===== config.mk =====
export PLATFORM = sky130hd
export DESIGN_NAME = msx_config
export DESIGN_NICKNAME = d
export VERILOG_FILES = /design/src/verilog/msx_cart_pkg.sv /design/src/verilog/msx_user_pkg.sv /design/src/verilog/slot_if.sv /design/src/verilog/config_combiner.sv /design/src/verilog/msx_config.sv /design/src/verilog/slot_a_decoder.sv /design/src/verilog/slot_b_decoder.sv
export VERILOG_INCLUDE_DIRS = /design/src /design/src/verilog
export SDC_FILE = /design/constraint.sdc
export NUM_CORES = 1
export LEC_CHECK = 0
export BUFFER_PORTS_ARGS = -buffer_cell sky130_fd_sc_hd__buf_2
export CORE_ASPECT_RATIO = 0.5
export CORE_MARGIN = 2
export CORE_UTILIZATION = 43
export CTS_BUF_LIST = sky130_fd_sc_hd__clkbuf_4 sky130_fd_sc_hd__clkbuf_8 sky130_fd_sc_hd__clkbuf_16
export CTS_CLUSTER_DIAMETER = 30
export DETAILED_ROUTE_END_ITERATION = 16
export PLACE_DENSITY = 0.85
export RECOVER_POWER = 25
export SYNTH_ARGS = -nofsm -noshare
export SYNTH_HDL_FRONTEND = slang
export SYNTH_SLANG_ARGS = --single-unit

===== constraint.sdc =====
create_clock -name clk -period 2.68 [get_ports clk]
set_input_delay 0.402 -clock clk [delete_from_list [all_inputs] [get_ports clk]]
set_output_delay 0.402 -clock clk [all_outputs]
set_load 0.005 [all_outputs]

===== src/verilog/msx_macros.svh =====
`ifndef MSX_MACROS_SVH
`define MSX_MACROS_SVH

// **************************************************
// status word layout, fixed by the menu
// **************************************************

`define STATUS_W      64  // width of the option word

// cartridge slot select fields
`define SLOT_SEL_W    4
`define SLOT_A_LSB    17  // O[20:17] slot 1
`define SLOT_B_LSB    29  // O[32:29] slot 2

// OCM switches
`define BIT_OCM_SW11  11
`define BIT_OCM_SW15  15

// user options
`define BIT_CAS_SRC   40  // cassette audio from adc
`define BIT_BORDER    41

`endif


===== src/verilog/msx_cart_pkg.sv =====
`default_nettype none

package msx_cart_pkg;

    // **************************************************
    // cartridge types as seen by the slot logic
    // **************************************************

    typedef enum logic [3:0] {
        cart_rom,
        cart_scc,
        cart_scc2,           // scc+
        cart_fm_pac,
        cart_megascc1,       // megascc+ 1MB
        cart_megascc2,       // megascc+ 2MB
        cart_mfrsd,          // megaflashrom scc+ sd
        cart_gm2,            // gamemaster2
        cart_fdc,
        cart_mega_ascii8,
        cart_mega_ascii16,
        cart_megaram,        // ocm mode only
        cart_empty
    } cart_typ_t;

    // mapper code handed to the OCM dip byte
    typedef enum logic [1:0] {
        ocm_none    = 2'd0,
        ocm_ascii8  = 2'd1,
        ocm_scc2    = 2'd2,
        ocm_ascii16 = 2'd3
    } ocm_map_t;

endpackage

`default_nettype wire


===== src/verilog/msx_user_pkg.sv =====
`default_nettype none

package msx_user_pkg;

    typedef enum logic {
        cas_file = 1'b0,
        cas_adc  = 1'b1
    } cas_audio_src_t;

    // **************************************************
    // user configuration, 10 bits
    // **************************************************

    typedef struct packed {
        cas_audio_src_t cas_audio_src;
        logic           border;
        logic [7:0]     ocm_dip;  // OCM dip switch byte
    } user_config_t;

    // reload handshake toward the loader
    typedef enum logic [1:0] {
        rl_idle,
        rl_req,          // req high, waiting for ack
        rl_wait_ack_low
    } reload_state_t;

endpackage

`default_nettype wire


===== src/verilog/slot_if.sv =====
`default_nettype none

interface slot_if
    import msx_cart_pkg::*;
();

    cart_typ_t typ;
    ocm_map_t  ocm_code;
    logic      rom_hide;    // loader hides the rom entry
    logic      is_megaram;

    modport decoder (
        output typ,
        output ocm_code,
        output rom_hide,
        output is_megaram
    );

    modport combiner (
        input typ,
        input ocm_code,
        input rom_hide,
        input is_megaram
    );

endinterface

`default_nettype wire

===== src/verilog/config_combiner.sv =====
`default_nettype none

module config_combiner
    import msx_cart_pkg::*;
    import msx_user_pkg::*;
(
    input  logic         clk,
    input  logic         reset,
    input  logic         ocm_sw11,
    input  logic         ocm_sw15,
    input  logic         cas_src,
    input  logic         border,
    slot_if.combiner     slot_a,
    slot_if.combiner     slot_b,
    input  logic         reload_ack,
    output logic         reload_req,
    output user_config_t user_cfg,
    output logic         rom_a_hide,
    output logic         rom_b_hide
);

    // **************************************************
    // user config and hide flags
    // **************************************************

    assign user_cfg.cas_audio_src = cas_audio_src_t'(cas_src);
    assign user_cfg.border        = border;
    assign user_cfg.ocm_dip       = {1'b0, ~ocm_sw11, slot_b.ocm_code,
                                     slot_a.is_megaram, 2'b00, ocm_sw15};

    assign rom_a_hide = slot_a.rom_hide;
    assign rom_b_hide = slot_b.rom_hide;

    // **************************************************
    // reload request on change of the type pair
    // **************************************************

    reload_state_t state;
    logic [7:0]    act_config;
    logic [7:0]    last_config;  // pair the loader has acknowledged
    logic [7:0]    snap_config;  // pair sent with the current req

    assign act_config = {slot_b.typ, slot_a.typ};

    always_ff @(posedge clk) begin
        if (reset) begin
            state       <= rl_idle;
            reload_req  <= 1'b0;
            last_config <= {cart_empty, cart_empty};
        end else begin
            case (state)
                rl_idle: begin
                    if (act_config != last_config) begin
                        snap_config <= act_config;
                        reload_req  <= 1'b1;
                        state       <= rl_req;
                    end
                end
                rl_req: begin
                    if (reload_ack) begin
                        last_config <= snap_config;
                        reload_req  <= 1'b0;
                        state       <= rl_wait_ack_low;
                    end
                end
                rl_wait_ack_low: begin
                    if (!reload_ack) state <= rl_idle;  // loader done
                end
                default: state <= rl_idle;
            endcase
        end
    end

endmodule

`default_nettype wire


===== src/verilog/msx_config.sv =====
`default_nettype none
`include "msx_macros.svh"

module msx_config
    import msx_cart_pkg::*;
    import msx_user_pkg::*;
(
    input  logic                 clk,
    input  logic                 reset,
    input  logic [`STATUS_W-1:0] status,
    input  logic                 disable_fdc,
    input  logic                 ocm_mode,
    input  logic                 reload_ack,
    output cart_typ_t            cart_a_typ,
    output cart_typ_t            cart_b_typ,
    output logic                 rom_a_hide,
    output logic                 rom_b_hide,
    output user_config_t         user_cfg,
    output logic                 reload_req
);

    slot_if slot_a ();
    slot_if slot_b ();

    slot_a_decoder u_slot_a (
        .clk      (clk),
        .reset    (reset),
        .sel      (status[`SLOT_A_LSB +: `SLOT_SEL_W]),
        .ocm_mode (ocm_mode),
        .slot     (slot_a.decoder)
    );

    slot_b_decoder u_slot_b (
        .clk         (clk),
        .reset       (reset),
        .sel         (status[`SLOT_B_LSB +: `SLOT_SEL_W]),
        .ocm_mode    (ocm_mode),
        .disable_fdc (disable_fdc),
        .slot        (slot_b.decoder)
    );

    config_combiner u_combiner (
        .clk        (clk),
        .reset      (reset),
        .ocm_sw11   (status[`BIT_OCM_SW11]),
        .ocm_sw15   (status[`BIT_OCM_SW15]),
        .cas_src    (status[`BIT_CAS_SRC]),
        .border     (status[`BIT_BORDER]),
        .slot_a     (slot_a.combiner),
        .slot_b     (slot_b.combiner),
        .reload_ack (reload_ack),
        .reload_req (reload_req),
        .user_cfg   (user_cfg),
        .rom_a_hide (rom_a_hide),
        .rom_b_hide (rom_b_hide)
    );

    assign cart_a_typ = slot_a.typ;
    assign cart_b_typ = slot_b.typ;

endmodule

`default_nettype wire


===== src/verilog/slot_a_decoder.sv =====
`default_nettype none
`include "msx_macros.svh"

module slot_a_decoder
    import msx_cart_pkg::*;
(
    input  logic                   clk,
    input  logic                   reset,
    input  logic [`SLOT_SEL_W-1:0] sel,
    input  logic                   ocm_mode,
    slot_if.decoder                slot
);

    cart_typ_t typ_d;
    logic      code4;

    assign code4 = (sel == `SLOT_SEL_W'd4);

    always_comb begin
        case (sel)
            `SLOT_SEL_W'd0: typ_d = cart_rom;
            `SLOT_SEL_W'd1: typ_d = cart_scc;
            `SLOT_SEL_W'd2: typ_d = cart_scc2;
            `SLOT_SEL_W'd3: typ_d = cart_fm_pac;
            `SLOT_SEL_W'd4: typ_d = ocm_mode ? cart_megaram : cart_megascc1;
            `SLOT_SEL_W'd5: typ_d = cart_mfrsd;
            `SLOT_SEL_W'd6: typ_d = cart_gm2;
            default:        typ_d = cart_empty;
        endcase
    end

    always_ff @(posedge clk) begin
        if (reset) begin
            slot.typ        <= cart_empty;
            slot.ocm_code   <= ocm_none;
            slot.rom_hide   <= 1'b1;
            slot.is_megaram <= 1'b0;
        end else begin
            slot.typ        <= typ_d;
            slot.ocm_code   <= code4 ? ocm_ascii8 : ocm_none;
            slot.rom_hide   <= (typ_d != cart_rom);
            slot.is_megaram <= code4;      // ocm slot 1 flag, any mode
        end
    end

endmodule

`default_nettype wire


===== src/verilog/slot_b_decoder.sv =====
`default_nettype none
`include "msx_macros.svh"

module slot_b_decoder
    import msx_cart_pkg::*;
(
    input  logic                   clk,
    input  logic                   reset,
    input  logic [`SLOT_SEL_W-1:0] sel,
    input  logic                   ocm_mode,
    input  logic                   disable_fdc,
    slot_if.decoder                slot
);

    cart_typ_t typ_d;
    ocm_map_t  ocm_d;

    always_comb begin
        case (sel)
            `SLOT_SEL_W'd0: typ_d = disable_fdc ? cart_empty : cart_fdc;
            `SLOT_SEL_W'd1: typ_d = cart_rom;
            `SLOT_SEL_W'd2: typ_d = cart_scc;
            `SLOT_SEL_W'd3: typ_d = cart_scc2;
            `SLOT_SEL_W'd4: typ_d = cart_fm_pac;
            `SLOT_SEL_W'd5: typ_d = ocm_mode ? cart_megaram : cart_megascc2;
            `SLOT_SEL_W'd6: typ_d = ocm_mode ? cart_megaram : cart_mega_ascii8;
            `SLOT_SEL_W'd7: typ_d = ocm_mode ? cart_megaram : cart_mega_ascii16;
            default:        typ_d = cart_empty;
        endcase
    end

    // mapper code follows the menu entry, not the mode
    always_comb begin
        case (sel)
            `SLOT_SEL_W'd5: ocm_d = ocm_scc2;
            `SLOT_SEL_W'd6: ocm_d = ocm_ascii8;
            `SLOT_SEL_W'd7: ocm_d = ocm_ascii16;
            default:        ocm_d = ocm_none;
        endcase
    end

    always_ff @(posedge clk) begin
        if (reset) begin
            slot.typ        <= cart_empty;
            slot.ocm_code   <= ocm_none;
            slot.rom_hide   <= 1'b1;
            slot.is_megaram <= 1'b0;
        end else begin
            slot.typ        <= typ_d;
            slot.ocm_code   <= ocm_d;
            slot.rom_hide   <= (typ_d != cart_rom);
            slot.is_megaram <= (ocm_d != ocm_none);
        end
    end

endmodule

`default_nettype wire


==> reports/results.ini, run 1 <==
[status]
status=complete, no violations

[yosys]
synth.distinct_cells=32
synth_edf_count=8
syn_area_sq_mm=0.001271
synthCells=127
synth_adder_area_share_pct=0
yosysWarnings=0
avgSynthCellArea_sq_um=10.01
synth_compound_area_share_pct=9.350
async_flop_share_pct=0
ys_ff_latch=32
seq_area_frac_synth_pct=56.69
synth_simple_gate_area_share_pct=20.87
synth_ff_type=dfxtp_1
synth_top_family_by_area=simple AND/OR/NAND/NOR gates
synthXorXnorAreaFrac_pct=6.201
muxShareOfSynthArea_pct=0

[global_routing]
track_usage_pct=15.65
grt_overflow_total=0
grt_max_degree=15
grt_pass1_vias=843
antenna_found_initial=0
grt_first_pass_wirelength_mm=3.939

[pwr]
p_leak_nw=0.6344
pwr-share-seq_pct=48.8
p_total_mw=1.229
clockPowerShare_pct=36.6
pwr-share-comb_pct=14.6
vdd_drop_max_mv=0.2840
p_int_mw=0.9219
power.share.switching_pct=24.97
p_sw_mw=0.3069
powerDensity_mw_per_mm2=813.6

[floorplan]
fp.dieW_microns=80.90
pin_count=90
coreArea_sq_mm=0.002700
rows=13
die_area_sq_mm=0.003434
die_y_microns=42.45
initial_core_util_pct=47.08

[clock_tree]
h-tree-depth=2
holdBufCountCts=0
clock_path_buffers=2
post_cts_resized=0
clkTransAtPathRegs_ns=0.06
post_cts_buffers=0
clockRootBuffer=clkbuf_8
clkLatencyLatePin_ns=0.27
cts_tree=built
clock_sinks=32
cts_buffers=5

[timing]
max_slew.worst_pin.slew_ns=0.5560
finalSetupViolCount=0
clock_skew_ns=0.003202
finalSetupTns_ns=0
min_period_ns=1.569
grt_setup_unrepaired=false
slew_violations=0
fmax_mhz=637.5
slew_headroom_pct=62.93
setup_slack_ns=1.111
hold_viol=0
fin_crit_sh_pct=58.53

[placed_design]
routabilityCongestion=0.7526
io_buffers=28
dpl.hpwl_mm=1.602
place_ws_ns=1.116

[job]
drv_cap=0

[routing]
first_iter_violations=88
viasPerCell=4.953
first_pass_iters=4
drt-total-wl_mm=2.504
vias=951
post_drt_wl_per_cell_microns=13.04
drc_errors=0
drtAntennaViolNets=0

[worst_setup_path]
crit_type=reg2reg
cp_max_fo=8
crit_arrival_ns=1.53
start_kind=register
required_ns=2.65
end_kind=register

[final_layout]
multi_input_area_sq_um=474.2
syn_to_final_growth_pct=18.80
drive_above_1_share_pct=24.52
final_cell_mix=27 x buf_2, 25 x nand2_1, 24 x dfxtp_1
layout.area.seq_sq_um=720.7
fillers=246
nets=223
layout_commonest_cell=buf_2
insertedDiodeCount=0

[hold_path]
hold_path_class=in2reg

-- power by group through the flow --
stage          Combinational, mW  Clock [mW]  Sequential, mW
2_1_floorplan              0.124           0           0.601
3_3_place_gp               0.169           0           0.604
3_5_place_dp               0.175           0           0.607
4_1_cts                    0.180       0.459           0.599
5_1_grt                    0.201       0.478           0.606
6_report                   0.179       0.450           0.600
-- per-stage QoR --
stage	instances	cell area [sq um]	utilization, %	hold WS [ns]
6_report	192	1510	55.93	0.3585
5_1_grt	192	1510	55.93	0.3594
4_1_cts	192	1511	55.98	0.3555
3_5_place_dp	184	1400	51.85	0.4500
3_3_place_gp	184	1400	51.85	0.4383
2_1_floorplan	129	1279	-	0.4334
-- kinds of logic (layout without fill, tap and decap cells) --
kind of cell    after synthesis  count (layout)
flops                        32              32
compound gates               19              19
other cells                   1               3
simple gates                 51              51
buf+inv                      15              41
xor+xnor                      9               9
-- layer usage --
metal  track usage (%)  routed length, microns  vias to the layer above
met1             18.29                    1121                      443
met3             4.095                     106                        8
met2             25.79                    1245                       26
li1                  -                       -                      474
met5                 0                       0                        -
met4             9.492                      31                        0
-- path summary, 6_finish.rpt --
check	from	endpoint	slack, ns	cells after the start
max	u_slot_a.slot.typ[0]	u_combiner.snap_config[7]	1.11	4
min	reload_ack	u_combiner.state[0]	0.36	2
max reg2reg	u_slot_a.slot.typ[0]	u_combiner.snap_config[7]	1.11	4
min reg2reg	u_combiner.snap_config[2]	u_combiner.last_config[2]	0.46	2
-- sequential cells by signal, indices dropped and copies added, names as in the netlist --
signal,count
u_combiner.last_config,8
u_combiner.reload_req,1
u_combiner.snap_config,8
u_combiner.state,2
u_slot_a.slot.is_megaram,1
u_slot_a.slot.rom_hide,1
u_slot_a.slot.typ,4
u_slot_b.slot.ocm_code,2
u_slot_b.slot.rom_hide,1
u_slot_b.slot.typ,4
-- synthesized netlist by cell type (2+ instances only) --
cell type / count / area share [%]
clkbuf_1: 2 / 0.59
a21oi_1: 6 / 2.4
nand2_1: 25 / 7.4
edfxtp_1: 8 / 19
nand4_1: 2 / 0.98
o21ai_0: 5 / 2.0
buf_4: 7 / 4.1
nor2_1: 7 / 2.1
dfxtp_1: 24 / 38
xnor2_1: 9 / 6.2
a21o_1: 2 / 1.2
and3_1: 2 / 0.98
nand3b_1: 6 / 3.5
inv_1: 4 / 1.2
-- final cells by class --
type,count,area share [%]
flip-flops and latches,32,47.72
well taps,37,3.065
multi-input cells,82,31.40
clock inverters,2,2.320
repair buffers,28,9.196
clock buffers,6,5.054
inverters,5,1.243
-- worst max-delay path: stages (launching register included) --
cell and delay, ns:
dfxtp_1 0.40, xnor2_1 0.14, nand4_1 0.11, o21ai_0 0.31, inv_1 0.29
Note: power is estimated with default switching activity, not from simulation.
==> run 2, diff against run 1 <==
Settings changed: CORE_UTILIZATION 43 to 40, PLACE_DENSITY 0.85 to 0.8.
Clock period 2.68 ns to 1.6 ns, I/O delays scaled along.
==> run 2 against run 1 <==
Sequential share of layout area shrank 0.59 points. Count of clock-buffer cells in the layout stayed put. Core utilization decreased by 5.2 points. Largest cell class unchanged. Largest power group unchanged. Critical endpoint is now u_combiner.snap_config[2]. Non-clock buffer count rose by 2. Clock power increased by 69%. Power rose by 67%. Hold slack got worse by 0.16 ns.
==> reports/results.ini, run 2 (same netlist as run 1, synthesis figures left out) <==
[routing]
drtAntennaViolNets=0  ; unchanged
first_iter_violations=65  ; was 88
post_drt_wl_per_cell_microns=11.78  ; was 13.04 microns
drt-total-wl_mm=2.320  ; was 2.504 mm
drc_errors=0  ; unchanged
first_pass_iters=4  ; unchanged
vias=918  ; was 951
viasPerCell=4.660  ; was 4.953

[placed_design]
dpl.hpwl_mm=1.532  ; was 1.602 mm
io_buffers=28  ; unchanged
placed_cells=189  ; was 184
routabilityCongestion=0.7873  ; was 0.7526

[worst_setup_path]
critical-path-max-stage-delay_ns=0.39  ; was 0.40 ns
rrSetupSlack_ns=0.25  ; was 1.11 ns
timing.rr.end=u_combiner.snap_config[2]  ; was u_combiner.snap_config[7]
end_kind=register  ; unchanged
crit_path_cell_trace=xnor2_1 -> nand4_1 -> o21ai_0 -> inv_1  ; unchanged
required_ns=1.58  ; was 2.65 ns
cp-startpoint=u_slot_a.slot.typ[0]  ; unchanged
cp-endpoint=u_combiner.snap_config[2]  ; was u_combiner.snap_config[7]
crit_type=reg2reg  ; unchanged
cp_max_fo=8  ; unchanged
start_kind=register  ; unchanged
crit_arrival_ns=1.34  ; was 1.53 ns
r2r_cells=4  ; unchanged
slowest_stage=dfxtp_1  ; unchanged
worstReg2RegStart=u_slot_a.slot.typ[0]  ; unchanged

[clock_tree]
cts_tree=built  ; unchanged
h-tree-depth=2  ; unchanged
clockRootBuffer=clkbuf_8  ; unchanged
holdBufCountCts=0  ; unchanged
clock_sinks=32  ; unchanged
post_cts_resized=0  ; unchanged
cts_buffers=5  ; unchanged
clkTransAtPathRegs_ns=0.07  ; was 0.06 ns
clock_path_buffers=2  ; unchanged
post_cts_buffers=0  ; unchanged
clkLatencyLatePin_ns=0.27  ; about the same

[pwr]
p_int_mw=1.554  ; was 0.9219 mW
power.share.switching_pct=24.45  ; was 24.97%
p_leak_nw=0.6437  ; was 0.6344 nW
p_total_mw=2.056  ; was 1.229 mW
p_sw_mw=0.5027  ; was 0.3069 mW
clockPowerShare_pct=36.9  ; was 36.6%
pwr-share-comb_pct=14.4  ; was 14.6%
pwr-share-seq_pct=48.6  ; was 48.8%
vdd_drop_max_mv=0.5079  ; was 0.2840 mV
powerDensity_mw_per_mm2=1345  ; was 813.6 mW/mm^2

[final_layout]
utilization_pct=50.75  ; was 55.93%
reg_top3=u_combiner.last_config: 8 flops, u_combiner.snap_config: 8 flops  ; unchanged
drive_above_1_share_pct=25.48  ; was 24.52%
nets=225  ; was 223
instances_no_fill=197  ; was 192
layout_commonest_cell=buf_2  ; unchanged
syn_to_final_growth_pct=20.28  ; was 18.80%
fillers=269  ; was 246
insertedDiodeCount=0  ; unchanged
final_cell_mix=27 x buf_2, 25 x nand2_1, 24 x dfxtp_1  ; unchanged

[global_routing]
grt_overflow_total=0  ; unchanged
grt_max_degree=12  ; was 15
grt_pass1_vias=769  ; was 843
grt_first_pass_wirelength_mm=3.601  ; was 3.939 mm
antenna_found_initial=0  ; unchanged
track_usage_pct=13.11  ; was 15.65%

[floorplan]
rows=14  ; was 13
initial_core_util_pct=42.19  ; was 47.08%
fp.dieW_microns=83.73  ; was 80.90 microns
die_y_microns=43.87  ; was 42.45 microns
die_area_sq_mm=0.003673  ; was 0.003434 sq mm
coreArea_sq_mm=0.003013  ; was 0.002700 sq mm
pin_count=90  ; unchanged

[timing]
finalSetupViolCount=0  ; unchanged
finalSetupTns_ns=0  ; unchanged
hold_viol=0  ; unchanged
min_period_ns=1.353  ; was 1.569 ns
clock_skew_ns=0.002843  ; was 0.003202 ns
slew_violations=0  ; unchanged
fmax_mhz=738.9  ; was 637.5 MHz
grt_setup_unrepaired=false  ; unchanged
fin_crit_sh_pct=84.59  ; was 58.53%
hold_slack_ns=0.1937  ; was 0.3585 ns

[status]
status=complete, no violations  ; unchanged

[job]
drv_cap=0  ; unchanged

[hold_path]
hold_path_class=in2reg  ; unchanged

-- run 2: cell count changes in the layout (fill, tap and decap cells not counted) --
| cell | before | now |
|---|---|---|
| buf_4 | 0 | 2 |
-- run 2: critical path, delay by kind of cell (launching register included) --
kind / cells / cell delay (ns)
flops: 1 / 0.39
buf+inv: 1 / 0.21
xor+xnor: 1 / 0.13
simple gates: 1 / 0.11
compound gates: 1 / 0.23
-- run 2: power by group through the flow --
stage,Clock (mW),Sequential [mW],Combinational [mW]
global placement,0,1.01,0.291
detailed placement,0,1.02,0.298
floorplan,0,1.01,0.208
CTS,0.770,1.00,0.301
global route,0.814,1.01,0.334
finish,0.760,1.00,0.296
-- run 2: cell type report --
type	count	area, sq um	share of cell area, %
Clock buffer	6	76.32	4.992
Clock inverter	2	35.03	2.291
Inverter	5	18.77	1.227
Multi-Input combinational cell	82	474.2	31.01
Sequential cell	32	720.7	47.14
Tap cell	40	50.05	3.273
Timing Repair Buffer	30	153.9	10.07
-- run 2: worst min path at each step --
stage,from,to,slack [ns],cells after the start
after floorplan,status[18],u_slot_a.slot.is_megaram,0.32,1
after global placement,u_combiner.snap_config[2],u_combiner.last_config[2],0.44,2
after detailed placement,u_combiner.snap_config[7],u_combiner.last_config[7],0.44,2
after CTS,reload_ack,u_combiner.state[0],0.19,2
after global routing,reload_ack,u_combiner.state[0],0.19,2
final,reload_ack,u_combiner.state[0],0.19,2
-- run 2: layer usage --
metal | vias up | part of all wire, % | track usage, %
met2 | 17 | 50 | 23.04
met5 | - | 0 | 0
met3 | 4 | 2.3 | 5.143
met4 | 0 | 1.2 | 5.161
met1 | 422 | 46 | 14.85
li1 | 475 | - | -
-- run 2: through the flow --
step | area (sq um) | setup slack (ns)
after floorplan | 1279 | 0.3210
after global placement | 1419 | 0.2613
after detailed placement | 1419 | 0.2390
after CTS | 1530 | 0.2316
after global routing | 1529 | 0.1091
final | 1529 | 0.2466
==> run 3, diff against run 2 <==
Clock period 1.6 ns to 1.4 ns, I/O delays scaled along.
==> run 3 against run 2 <==
Sequential power is 14% higher. Power is 14% higher. Critical path depth stayed put. Largest cell class unchanged. Largest power group unchanged.
==> reports/results.ini, run 3 (same netlist as run 1, synthesis figures left out) <==
[worst_setup_path]
crit_family=flip-flops  ; unchanged
crit_buf_inv=1  ; unchanged
cp_max_fo=8  ; unchanged
crit_type=reg2reg  ; unchanged
crit_path_cell_trace=xnor2_1 -> nand4_1 -> o21ai_1 -> inv_2  ; was xnor2_1 -> nand4_1 -> o21ai_0 -> inv_1
start_kind=register  ; unchanged
end_kind=register  ; unchanged
critical-path-max-stage-delay_ns=0.38  ; was 0.39 ns
slowest_stage=dfxtp_1  ; unchanged
crit_arrival_ns=1.25  ; was 1.34 ns
required_ns=1.42  ; was 1.58 ns

[final_layout]
utilization_pct=51.50  ; was 50.75%
syn_to_final_growth_pct=22.05  ; was 20.28%
final_cell_mix=27 x buf_2, 25 x nand2_1, 24 x dfxtp_1  ; unchanged
layout_commonest_cell=buf_2  ; unchanged
nets=228  ; was 225
finalInstanceArea_sq_mm=0.001551  ; was 0.001529 sq mm
insertedDiodeCount=0  ; unchanged
drive_above_1_share_pct=27.50  ; was 25.48%
instances_no_fill=200  ; was 197
fillers=269  ; unchanged
reg_top3=u_combiner.last_config: 8 flops, u_combiner.snap_config: 8 flops  ; unchanged

[placed_design]
placed_cell_area_sq_mm=0.001441  ; was 0.001419 sq mm
place_ws_ns=0.03768  ; was 0.2390 ns
io_buffers=28  ; unchanged
routabilityCongestion=0.7321  ; was 0.7873
placed_cells=192  ; was 189
dpl.hpwl_mm=1.633  ; was 1.532 mm

[timing]
setup_slack_ns=0.1653  ; was 0.2466 ns
min_period_ns=1.235  ; was 1.353 ns
grt_setup_unrepaired=false  ; unchanged
clock_skew_ns=0.003720  ; was 0.002843 ns
finalSetupViolCount=0  ; unchanged
finalSetupTns_ns=0  ; unchanged
fin_crit_sh_pct=88.19  ; was 84.59%
hold_viol=0  ; unchanged
slew_violations=0  ; unchanged
fmax_mhz=809.9  ; was 738.9 MHz
hold_slack_ns=0.1677  ; was 0.1937 ns

[global_routing]
grt_overflow_total=0  ; unchanged
antenna_found_initial=0  ; unchanged
grt_first_pass_wirelength_mm=3.698  ; was 3.601 mm
grt_pass1_vias=845  ; was 769
track_usage_pct=12.90  ; was 13.11%
grt_max_degree=12  ; unchanged

[clock_tree]
clkLatencyLatePin_ns=0.27  ; about the same
clockRootBuffer=clkbuf_8  ; unchanged
h-tree-depth=2  ; unchanged
cts_tree=built  ; unchanged
clkTransAtPathRegs_ns=0.07  ; about the same
cts_buffers=5  ; unchanged
clock_path_buffers=2  ; unchanged
clock_sinks=32  ; unchanged

[floorplan]
pin_count=90  ; unchanged
rows=14  ; unchanged
die_y_microns=43.87  ; unchanged
fp.dieW_microns=83.73  ; unchanged
initial_core_util_pct=42.19  ; unchanged
coreArea_sq_mm=0.003013  ; unchanged
die_area_sq_mm=0.003673  ; unchanged

[routing]
first_iter_violations=59  ; was 65
drtAntennaViolNets=0  ; unchanged
drt-total-wl_mm=2.248  ; was 2.320 mm
drc_errors=0  ; unchanged
vias=919  ; was 918
first_pass_iters=4  ; unchanged
post_drt_wl_per_cell_microns=11.24  ; was 11.78 microns
viasPerCell=4.595  ; was 4.660

[status]
status=complete, no violations  ; unchanged

[job]
drv_cap=0  ; unchanged

[hold_path]
hold_path_class=in2reg  ; unchanged

[pwr]
p_leak_nw=0.6526  ; was 0.6437 nW
vdd_drop_max_mv=0.6486  ; was 0.5079 mV
powerDensity_mw_per_mm2=1516  ; was 1345 mW/mm^2
p_total_mw=2.352  ; was 2.056 mW

==> run 3: changes by cell type in the layout (fill, tap and decap cells not counted) <==
cell / change
inv_2: +1
buf_4: +3
inv_1: -1
o21ai_1: +1
clkinvlp_4: +1
clkbuf_4: -1
o21ai_0: -1
==> run 3: timing repair <==
| item | 4_1_cts | 5_1_grt |
|---|---|---|
| resized for setup | 0 | 2 |
| setup endpoints to repair | 0 | 8 |
| setup buffers | 0 | 0 |
| hold buffers | 0 | 0 |
==> run 3: per-layer routing <==
metal / track usage [%] / up-vias / wire length [microns]
met5: 0 / - / 0
met3: 3.238 / 6 / 78
met1: 15.66 / 410 / 1104
met4: 7.419 / 0 / 26
li1: - / 484 / -
met2: 21.60 / 19 / 1038
==> run 3: where the power goes <==
group	switching, mW	internal, mW	total, mW	leakage (nW)
combinational	0.198	0.166	0.364	0.329
clock	0.327	0.526	0.853	0.0541
sequential	0.0634	1.07	1.14	0.270
total	0.589	1.76	2.35	0.653
==> run 3: final timing paths <==
path | depth (start not counted) | endpoint | slack, ns | start
setup / recovery | 4 | u_combiner.snap_config[1] | 0.17 | u_slot_b.slot.typ[3]
hold / removal | 2 | u_combiner.state[0] | 0.17 | reload_ack
hold reg to reg | 2 | u_combiner.last_config[3] | 0.46 | u_combiner.snap_config[3]
setup reg to reg | 4 | u_combiner.snap_config[1] | 0.17 | u_slot_b.slot.typ[3]
==> run 3: final cells by class <==
type	count	area, sq um	share of cell area [%]
multi-input cells	82	474.2	30.56
well taps	40	50.05	3.226
clock inverters	3	42.54	2.742
clock buffers	5	68.82	4.435
repair buffers	33	176.4	11.37
inverters	5	18.77	1.210
flip-flops and latches	32	720.7	46.45
==> run 3: worst register-to-register path, delay by kind of cell (launching register included) <==
family	cells	cell delay, ns
flip-flops	1	0.38
AO/OA/AOI/OAI	1	0.19
XOR/XNOR	1	0.15
buffers and inverters	1	0.14
AND/OR/NAND/NOR	1	0.11
